### src/rtl/cdma_status_pkg.sv
package cdma_status_pkg;

  ////////////////////////////////////////////////////////////
  // sizes
  ////////////////////////////////////////////////////////////

  // entry count width, covers the full convolution buffer
  localparam int ENTRY_W = 15;
  // slice count width
  localparam int SLICE_W = 14;
  // register bank field, holds enabled banks minus one
  localparam int BANK_W = 5;
  // 512 entries per bank
  localparam int BANK_DEPTH_BITS = 9;
  // stages between a fetch update and the sequencer
  localparam int STATUS_LATENCY = 6;

  ////////////////////////////////////////////////////////////
  // types
  ////////////////////////////////////////////////////////////

  // fetch engine state as seen by the status block
  typedef enum logic [1:0] {
    STATE_IDLE = 2'd0,
    STATE_PEND = 2'd1,
    STATE_RUN  = 2'd2,
    STATE_DONE = 2'd3
  } status_state_e;

  typedef logic [ENTRY_W-1:0] entry_cnt_t;
  typedef logic [SLICE_W-1:0] slice_cnt_t;
  // number of enabled banks, one bit wider than the field
  typedef logic [BANK_W:0] bank_num_t;

  // one buffer update, updt is a single-cycle strobe
  typedef struct packed {
    logic       updt;
    entry_cnt_t entries;
    slice_cnt_t slices;
  } buf_update_t;

  // bit 0 for consumer 0, bit 1 for consumer 1
  typedef logic [1:0] done_intr_t;

endpackage

### src/rtl/cbuf_accounting.sv
`timescale 1ns/10ps

module cbuf_accounting (
  input  logic                                nvdla_core_clk,
  input  logic                                rst,
  input  logic                                reg2dp_op_en,
  input  logic [cdma_status_pkg::BANK_W-1:0]  reg2dp_data_bank,
  input  cdma_status_pkg::buf_update_t        dma_add,
  input  cdma_status_pkg::buf_update_t        sc2cdma_dat,
  input  logic                                dat_pend,
  input  logic                                sc2cdma_dat_pending_req,
  output logic                                cdma2sc_dat_pending_ack,
  output cdma_status_pkg::slice_cnt_t         status2dma_valid_slices,
  output cdma_status_pkg::entry_cnt_t         status2dma_free_entries,
  output cdma_status_pkg::entry_cnt_t         status2dma_wr_idx
);

  import cdma_status_pkg::*;

  bank_num_t          real_bank;
  entry_cnt_t         valid_entries;
  logic               pending_req;
  logic               pending_clr;
  logic               update_all;
  entry_cnt_t         entries_sub;
  slice_cnt_t         slices_sub;
  entry_cnt_t         valid_entries_nxt;
  slice_cnt_t         valid_slices_nxt;
  entry_cnt_t         free_entries_nxt;
  entry_cnt_t         bank_cap;
  logic [ENTRY_W:0]   wr_idx_inc;
  logic [ENTRY_W:0]   wr_idx_wrap;
  logic               wr_idx_overflow;
  entry_cnt_t         wr_idx_nxt;

  ////////////////////////////////////////////////////////////
  // counter next values
  ////////////////////////////////////////////////////////////

  // both sides of the pending exchange high clears everything
  assign pending_clr = cdma2sc_dat_pending_ack & pending_req;
  assign update_all  = dma_add.updt | sc2cdma_dat.updt | pending_clr;

  // sequencer releases only count on its strobe
  assign entries_sub = sc2cdma_dat.updt ? sc2cdma_dat.entries : '0;
  assign slices_sub  = sc2cdma_dat.updt ? sc2cdma_dat.slices : '0;

  assign valid_entries_nxt = pending_clr ? '0 :
                             valid_entries + dma_add.entries - entries_sub;
  assign valid_slices_nxt  = pending_clr ? '0 :
                             status2dma_valid_slices + dma_add.slices - slices_sub;

  // capacity of the enabled banks at 512 entries each
  assign bank_cap         = {real_bank, {BANK_DEPTH_BITS{1'b0}}};
  assign free_entries_nxt = bank_cap - valid_entries_nxt;

  ////////////////////////////////////////////////////////////
  // write index
  ////////////////////////////////////////////////////////////

  // one extra bit so the sum can pass the last bank
  assign wr_idx_inc      = {1'b0, status2dma_wr_idx} + {1'b0, dma_add.entries};
  assign wr_idx_wrap     = wr_idx_inc - {1'b0, bank_cap};
  assign wr_idx_overflow = (wr_idx_inc >= {1'b0, bank_cap});

  // releases leave the index alone, only fetch updates move it
  assign wr_idx_nxt = pending_clr      ? '0 :
                      !dma_add.updt    ? status2dma_wr_idx :
                      wr_idx_overflow  ? wr_idx_wrap[ENTRY_W-1:0] :
                                         wr_idx_inc[ENTRY_W-1:0];

  ////////////////////////////////////////////////////////////
  // registers
  ////////////////////////////////////////////////////////////

  always_ff @(posedge nvdla_core_clk) begin
    if (rst) begin
      real_bank               <= '0;
      valid_entries           <= '0;
      status2dma_valid_slices <= '0;
      status2dma_free_entries <= '0;
      status2dma_wr_idx       <= '0;
      cdma2sc_dat_pending_ack <= 1'b0;
      pending_req             <= 1'b0;
    end else begin
      // bank count follows the register field while the layer runs
      if (reg2dp_op_en) begin
        real_bank <= bank_num_t'(reg2dp_data_bank) + 1'b1;
      end
      if (update_all) begin
        valid_entries           <= valid_entries_nxt;
        status2dma_valid_slices <= valid_slices_nxt;
        status2dma_wr_idx       <= wr_idx_nxt;
      end
      // tracks both the counter and a change of bank count
      status2dma_free_entries <= free_entries_nxt;
      cdma2sc_dat_pending_ack <= reg2dp_op_en & dat_pend;
      pending_req             <= sc2cdma_dat_pending_req;
    end
  end

endmodule

### src/rtl/cdma_done_ctrl.sv
`timescale 1ns/10ps

module cdma_done_ctrl (
  input  logic                             nvdla_core_clk,
  input  logic                             rst,
  input  logic                             reg2dp_op_en,
  input  logic                             dp2reg_consumer,
  input  logic                             wt_done,
  input  logic                             dat_done,
  output logic                             dp2reg_done,
  output cdma_status_pkg::done_intr_t      cdma_wt2glb_done_intr_pd,
  output cdma_status_pkg::done_intr_t      cdma_dat2glb_done_intr_pd
);

  import cdma_status_pkg::*;

  logic wt_done_d1;
  logic dat_done_d1;
  logic wt_rise;
  logic dat_rise;
  logic layer_switch_nxt;

  // route a done edge to the bit owned by the current consumer
  function automatic done_intr_t steer(input logic rise, input logic consumer);
    done_intr_t intr;
    intr[0] = rise & ~consumer;
    intr[1] = rise & consumer;
    return intr;
  endfunction

  ////////////////////////////////////////////////////////////
  // layer switch
  ////////////////////////////////////////////////////////////

  // held levels make this toggle every cycle
  assign layer_switch_nxt = reg2dp_op_en & ~dp2reg_done & wt_done & dat_done;

  // rising edges of the done levels, only while enabled
  assign wt_rise  = reg2dp_op_en & wt_done & ~wt_done_d1;
  assign dat_rise = reg2dp_op_en & dat_done & ~dat_done_d1;

  ////////////////////////////////////////////////////////////
  // registers
  ////////////////////////////////////////////////////////////

  always_ff @(posedge nvdla_core_clk) begin
    if (rst) begin
      dp2reg_done               <= 1'b0;
      wt_done_d1                <= 1'b0;
      dat_done_d1               <= 1'b0;
      cdma_wt2glb_done_intr_pd  <= '0;
      cdma_dat2glb_done_intr_pd <= '0;
    end else begin
      dp2reg_done               <= layer_switch_nxt;
      // delayed copies are gated so a new layer sees a fresh edge
      wt_done_d1                <= reg2dp_op_en & wt_done;
      dat_done_d1               <= reg2dp_op_en & dat_done;
      cdma_wt2glb_done_intr_pd  <= steer(wt_rise, dp2reg_consumer);
      cdma_dat2glb_done_intr_pd <= steer(dat_rise, dp2reg_consumer);
    end
  end

endmodule

### src/rtl/cdma_status.sv
`timescale 1ns/10ps

module cdma_status (
  input  logic                                nvdla_core_clk,
  input  logic                                rst,
  input  cdma_status_pkg::buf_update_t        dc2status_dat,
  input  cdma_status_pkg::buf_update_t        img2status_dat,
  input  cdma_status_pkg::status_state_e      dc2status_state,
  input  cdma_status_pkg::status_state_e      img2status_state,
  input  cdma_status_pkg::status_state_e      wt2status_state,
  input  cdma_status_pkg::buf_update_t        sc2cdma_dat,
  input  logic                                sc2cdma_dat_pending_req,
  input  logic                                reg2dp_op_en,
  input  logic                                dp2reg_consumer,
  input  logic [cdma_status_pkg::BANK_W-1:0]  reg2dp_data_bank,
  output cdma_status_pkg::buf_update_t        cdma2sc_dat,
  output logic                                cdma2sc_dat_pending_ack,
  output cdma_status_pkg::slice_cnt_t         status2dma_valid_slices,
  output cdma_status_pkg::entry_cnt_t         status2dma_free_entries,
  output cdma_status_pkg::entry_cnt_t         status2dma_wr_idx,
  output logic                                dp2reg_done,
  output cdma_status_pkg::done_intr_t         cdma_wt2glb_done_intr_pd,
  output cdma_status_pkg::done_intr_t         cdma_dat2glb_done_intr_pd
);

  import cdma_status_pkg::*;

  // merged fetch update and decoded engine levels
  buf_update_t dma_add;
  logic        wt_done;
  logic        dat_done;
  logic        dat_pend;

  ////////////////////////////////////////////////////////////
  // decode
  ////////////////////////////////////////////////////////////

  cdma_status_decode u_decode (
    .dc2status_dat    (dc2status_dat),
    .img2status_dat   (img2status_dat),
    .dc2status_state  (dc2status_state),
    .img2status_state (img2status_state),
    .wt2status_state  (wt2status_state),
    .dma_add          (dma_add),
    .wt_done          (wt_done),
    .dat_done         (dat_done),
    .dat_pend         (dat_pend)
  );

  ////////////////////////////////////////////////////////////
  // buffer accounting
  ////////////////////////////////////////////////////////////

  cbuf_accounting u_accounting (
    .nvdla_core_clk          (nvdla_core_clk),
    .rst                     (rst),
    .reg2dp_op_en            (reg2dp_op_en),
    .reg2dp_data_bank        (reg2dp_data_bank),
    .dma_add                 (dma_add),
    .sc2cdma_dat             (sc2cdma_dat),
    .dat_pend                (dat_pend),
    .sc2cdma_dat_pending_req (sc2cdma_dat_pending_req),
    .cdma2sc_dat_pending_ack (cdma2sc_dat_pending_ack),
    .status2dma_valid_slices (status2dma_valid_slices),
    .status2dma_free_entries (status2dma_free_entries),
    .status2dma_wr_idx       (status2dma_wr_idx)
  );

  ////////////////////////////////////////////////////////////
  // done and update results
  ////////////////////////////////////////////////////////////

  cdma_done_ctrl u_done (
    .nvdla_core_clk            (nvdla_core_clk),
    .rst                       (rst),
    .reg2dp_op_en              (reg2dp_op_en),
    .dp2reg_consumer           (dp2reg_consumer),
    .wt_done                   (wt_done),
    .dat_done                  (dat_done),
    .dp2reg_done               (dp2reg_done),
    .cdma_wt2glb_done_intr_pd  (cdma_wt2glb_done_intr_pd),
    .cdma_dat2glb_done_intr_pd (cdma_dat2glb_done_intr_pd)
  );

  // fetch updates reach the sequencer after a fixed delay
  cdma_update_delay u_delay (
    .nvdla_core_clk (nvdla_core_clk),
    .rst            (rst),
    .dma_add        (dma_add),
    .cdma2sc_dat    (cdma2sc_dat)
  );

endmodule

### src/rtl/cdma_status_decode.sv
`timescale 1ns/10ps

module cdma_status_decode (
  input  cdma_status_pkg::buf_update_t   dc2status_dat,
  input  cdma_status_pkg::buf_update_t   img2status_dat,
  input  cdma_status_pkg::status_state_e dc2status_state,
  input  cdma_status_pkg::status_state_e img2status_state,
  input  cdma_status_pkg::status_state_e wt2status_state,
  output cdma_status_pkg::buf_update_t   dma_add,
  output logic                           wt_done,
  output logic                           dat_done,
  output logic                           dat_pend
);

  import cdma_status_pkg::*;

  logic        dc_done;
  logic        dc_pend;
  logic        img_done;
  logic        img_pend;
  buf_update_t dc_masked;
  buf_update_t img_masked;

  ////////////////////////////////////////////////////////////
  // engine state decode
  ////////////////////////////////////////////////////////////

  assign wt_done  = (wt2status_state == STATE_DONE);
  assign dc_done  = (dc2status_state == STATE_DONE);
  assign dc_pend  = (dc2status_state == STATE_PEND);
  assign img_done = (img2status_state == STATE_DONE);
  assign img_pend = (img2status_state == STATE_PEND);

  // data side is done or pending when either image path is
  assign dat_done = dc_done | img_done;
  assign dat_pend = dc_pend | img_pend;

  ////////////////////////////////////////////////////////////
  // update merge
  ////////////////////////////////////////////////////////////

  // each record only counts while its own strobe is high
  assign dc_masked  = dc2status_dat & {$bits(buf_update_t){dc2status_dat.updt}};
  assign img_masked = img2status_dat & {$bits(buf_update_t){img2status_dat.updt}};

  // dc and img never update together, so an or is enough
  assign dma_add = dc_masked | img_masked;

endmodule

### src/rtl/cdma_update_delay.sv
`timescale 1ns/10ps

module cdma_update_delay (
  input  logic                          nvdla_core_clk,
  input  logic                          rst,
  input  cdma_status_pkg::buf_update_t  dma_add,
  output cdma_status_pkg::buf_update_t  cdma2sc_dat
);

  import cdma_status_pkg::*;

  // stage 0 is one cycle after the fetch strobe
  buf_update_t stage [STATUS_LATENCY];

  ////////////////////////////////////////////////////////////
  // shift pipeline
  ////////////////////////////////////////////////////////////

  always_ff @(posedge nvdla_core_clk) begin
    if (rst) begin
      for (int i = 0; i < STATUS_LATENCY; i++) begin
        stage[i] <= '0;
      end
    end else begin
      // strobe moves every cycle
      stage[0].updt <= dma_add.updt;
      // payload only loads behind a strobe, otherwise holds
      if (dma_add.updt) begin
        stage[0].entries <= dma_add.entries;
        stage[0].slices  <= dma_add.slices;
      end
      for (int i = 1; i < STATUS_LATENCY; i++) begin
        stage[i].updt <= stage[i-1].updt;
        if (stage[i-1].updt) begin
          stage[i].entries <= stage[i-1].entries;
          stage[i].slices  <= stage[i-1].slices;
        end
      end
    end
  end

  // last stage lands STATUS_LATENCY cycles after the strobe
  assign cdma2sc_dat = stage[STATUS_LATENCY-1];

endmodule

### config.mk
export PLATFORM = sky130hd
export DESIGN_NAME = cdma_status
export DESIGN_NICKNAME = d
export VERILOG_FILES = /design/src/rtl/cdma_status_pkg.sv /design/src/rtl/cbuf_accounting.sv /design/src/rtl/cdma_done_ctrl.sv /design/src/rtl/cdma_status.sv /design/src/rtl/cdma_status_decode.sv /design/src/rtl/cdma_update_delay.sv
export SDC_FILE = /design/constraint.sdc
export NUM_CORES = 1
export LEC_CHECK = 0
export BUFFER_PORTS_ARGS = -buffer_cell sky130_fd_sc_hd__buf_2
export CAP_MARGIN = 20
export CORE_ASPECT_RATIO = 0.8
export CORE_MARGIN = 1.5
export CORE_UTILIZATION = 35
export DETAILED_ROUTE_END_ITERATION = 8
export GPL_TIMING_DRIVEN = 0
export PLACE_DENSITY = 0.55
export SLEW_MARGIN = 20
export SYNTH_ARGS = -nofsm -noshare
export SYNTH_HDL_FRONTEND = slang
export SYNTH_SLANG_ARGS = --single-unit
### constraint.sdc
create_clock -name nvdla_core_clk -period 5.9 [get_ports nvdla_core_clk]
set_input_delay 1.77 -clock nvdla_core_clk [delete_from_list [all_inputs] [get_ports nvdla_core_clk]]
set_output_delay 1.77 -clock nvdla_core_clk [all_outputs]
set_load 0.05 [all_outputs]
==> flow_metrics.py <==
metrics = {
    "outcome": {
        "status": "completed",
    },
    "critical_path": {
        "startpoint_type": "input port",
        "crit_fanout": 6,
        "crit_required_ns": 6.39,
        "crit_path_end_kind": "flip-flop",
        "arrival_ns": 6.27,
        "worstSetupPathType": "in -> reg",
    },
    "final_layout": {
        "fin_nets": 1568,
        "multi_input_area_um2": 5690,
        "fin_cells": 1879,
        "area_growth_pct": 23.5,
        "mostFrequentLayoutCell": "buf_2",
        "drive_gt1_share_pct": 23.1,
        "ff_latch_area_um2": 6830,
        "mostFrequentLayoutCells": "buf_2 (183), and2_1 (175), edfxtp_1 (174)",
        "fill_cells": 3392,
        "final_util_pct": 43.8,
    },
    "sta": {
        "finalMaxSlewViolations": 0,
        "hold_violations": 0,
        "final.setup.tns_ns": 0,
        "setup_viol": 0,
        "relSlewSlack_pct": 23.2,
        "skew_ns": 0.0112,
        "fin_crit_ns": 5.78,
        "grt_setup_unrepaired": "yes",
        "tightest_slew_ns": 1.15,
        "setup_slack_ns": 0.124,
        "maxClockFrequency_mhz": 173,
        "finalCritPeriodShare_pct": 97.9,
    },
    "power_and_ir_drop": {
        "p_clk_share_pct": 22.5,
        "p_leak_nw": 6.80,
        "vdd_ir_drop_max_v": 0.000422,
        "p_comb_share_pct": 47.5,
        "switching_power_w": 0.00294,
        "pwr-share-seq_pct": 30.0,
        "power_w": 0.00750,
        "internal_power_w": 0.00456,
        "p_per_area_nw_per_um2": 479,
        "swShare_pct": 39.2,
    },
    "clocking": {
        "cts-root-buf": "clkbuf_16",
        "cts_made_buffers": 28,
        "tritoncts": "yes",
        "clock_path_buffers": 3,
        "clk_pin_slew_worst_paths_ns": 0.06,
        "cts_sinks": 254,
        "cts_hold_buf": 0,
        "cts_max_level": 1,
        "clk_latency_ns": 0.56,
    },
    "grt": {
        "grt_usage_pct": 16.2,
        "grt_max_degree": 30,
        "grt_antenna_before_repair": 1,
        "grt_first_pass_wirelength_um": 47200,
        "grt_overflow": 0,
        "grt_pass1_vias": 8547,
    },
    "yosys": {
        "seq_area_frac_synth_pct": 53.8,
        "synth_cell_types": 60,
        "synthArstFlopShare_pct": 0,
        "synth-edff-count": 174,
        "ys_ff_latch": 254,
        "syn_area_um2": 12700,
        "yosysWarnings": 0,
        "syn_inst": 1124,
        "synth_top_area_share_pct": 41.2,
        "synthesis.nets": 1316,
        "synth_area_leaders": "edfxtp_1 (41%), dfxtp_1 (13%), and2_1 (8.6%)",
        "yosysTopAreaCell": "edfxtp_1",
        "synth.avg_cell_area_um2": 11.3,
        "synthFlopType": "edfxtp_1",
    },
    "floorplan": {
        "io_pins": 186,
        "die_w_um": 216,
        "die_h_um": 173,
        "placement_rows": 62,
        "dieArea_um2": 37400,
        "fp.coreArea_um2": 35800,
        "start_util_pct": 35.4,
    },
    "placement": {
        "port_buffers": 185,
        "post-place-ws_ns": -1.66,
        "gp_congestion": 0.906,
        "place_inst": 1789,
        "hpwl_um": 23400,
    },
    "route": {
        "drt_iter0_markers": 469,
        "drc": 0,
        "dr.pass1.iters": 5,
        "wl_per_cell_um": 16.4,
        "vias": 8894,
        "wl_um": 30900,
        "via_per_inst": 4.73,
        "ant_nets": 0,
    },
    "worst_hold_path": {
        "min_path_type": "reg -> reg",
    },
    "run": {
        "maxCapViolations": 0,
    },
}
## synth_stat cells, types with 4 or more instances
cell,n
a21oi_1,62
or2_2,8
dfxtp_1,80
nand3_1,15
a31oi_1,6
nor2b_1,11
a22oi_1,22
nand4b_1,4
or3_1,5
xnor2_1,27
nand2_1,68
nor2_1,78
o31ai_1,5
nor3_1,19
o21ai_0,26
fa_1,29
nand2b_1,15
buf_1,4
ha_1,57
inv_1,53
xor2_1,26
clkbuf_1,42
o21a_1,5
and3_1,9
and2_1,175
mux2i_1,6
edfxtp_1,174
a21o_1,14
a22o_1,18
a211oi_1,11
## worst paths after layout
check	start	endpoint	slack (ns)	depth (start not counted)
max	img2status_dat[29]	u_accounting.status2dma_wr_idx[9]	0.12	20
min	u_done.dat_done_d1	u_done.cdma_dat2glb_done_intr_pd[1]	0.41	1
max reg2reg	u_accounting.status2dma_wr_idx[2]	u_accounting.status2dma_wr_idx[9]	1.50	16
min reg2reg	u_done.dat_done_d1	u_done.cdma_dat2glb_done_intr_pd[1]	0.41	1
## cell type report
type / count / area share [%]
antenna: 1 / 0.0160
clock inverter: 14 / 0.903
timing repair buffer: 225 / 7.95
multi-input combinational: 771 / 36.4
sequential: 254 / 43.6
inverter: 53 / 1.27
clock buffer: 38 / 4.72
buffer: 43 / 1.34
tap: 480 / 3.84
## registers in the layout, summed over array words and instances (netlist names)
signal                                cells
u_accounting.status2dma_free_entries     15
u_accounting.pending_req                  1
u_accounting.real_bank                    6
u_done.cdma_wt2glb_done_intr_pd           2
u_done.dp2reg_done                        1
u_accounting.status2dma_wr_idx           15
u_accounting.valid_entries               15
u_accounting.status2dma_valid_slices     14
u_done.wt_done_d1                         1
u_accounting.cdma2sc_dat_pending_ack      1
u_done.dat_done_d1                        1
u_delay.stage                           180
u_done.cdma_dat2glb_done_intr_pd          2
## kinds of logic after synthesis
| family | synth area share (%) |
|---|---|
| AND/OR/NAND/NOR | 18.0 |
| flip-flops | 53.8 |
| AO/OA/AOI/OAI | 10.7 |
| buffers and inverters | 2.93 |
| adder cells (fa/ha/maj) | 10.2 |
| XOR/XNOR | 3.66 |
| multiplexers | 0.681 |
## power groups by stage
stage / Combinational (W) / Clock, W / Sequential (W)
after floorplan: 0.00218 / 0 / 0.00265
after global placement: 0.00324 / 0 / 0.00229
after detailed placement: 0.00326 / 0 / 0.00229
after CTS: 0.00340 / 0.00173 / 0.00226
after global routing: 0.00391 / 0.00180 / 0.00228
final: 0.00356 / 0.00169 / 0.00225
## metal layers
metal  share of wire [%]  routed length (um)  vias to the layer above  track usage [%]
met1                  47               14600                     4110             22.6
met5                   0                   0                        -                0
met3                 6.3                1930                       53             3.61
met4                 2.7                 844                        0             5.04
met2                  44               13500                      271             25.0
li1                    -                   -                     4460                -
## through the flow
stage	hold WS [ns]	cell area, um2
4_1_cts	0.418	15500
6_report	0.415	15700
2_1_floorplan	0.397	12800
5_1_grt	0.430	15700
3_5_place_dp	0.409	14300
3_3_place_gp	0.404	14300
## what timing repair did
action                                 in CTS  in global routing
pin swaps                                  20                 22
gates resized for setup                    19                 20
endpoints found under the hold margin       0                  0
cloned                                      1                  1
setup buffers                              23                 15
setup endpoints to repair                  10                  8
## critical path, stage by stage
cell and delay [ns]:
buf_4 0.14, clkbuf_16 0.16, a22oi_2 0.20, inv_2 0.08
ha_4 0.25, and3_1 0.18, a2111o_1 0.46, o31a_1 0.28
a221o_1 0.42, a21oi_4 0.22, xnor2_2 0.12, ha_1 0.31
nand4b_1 0.15, nor3_2 0.22, nand3_1 0.09, or4_4 0.45
o21ai_4 0.20, buf_4 0.14, mux2_4 0.29, a21oi_2 0.11
(Power assumes the default switching activity.)
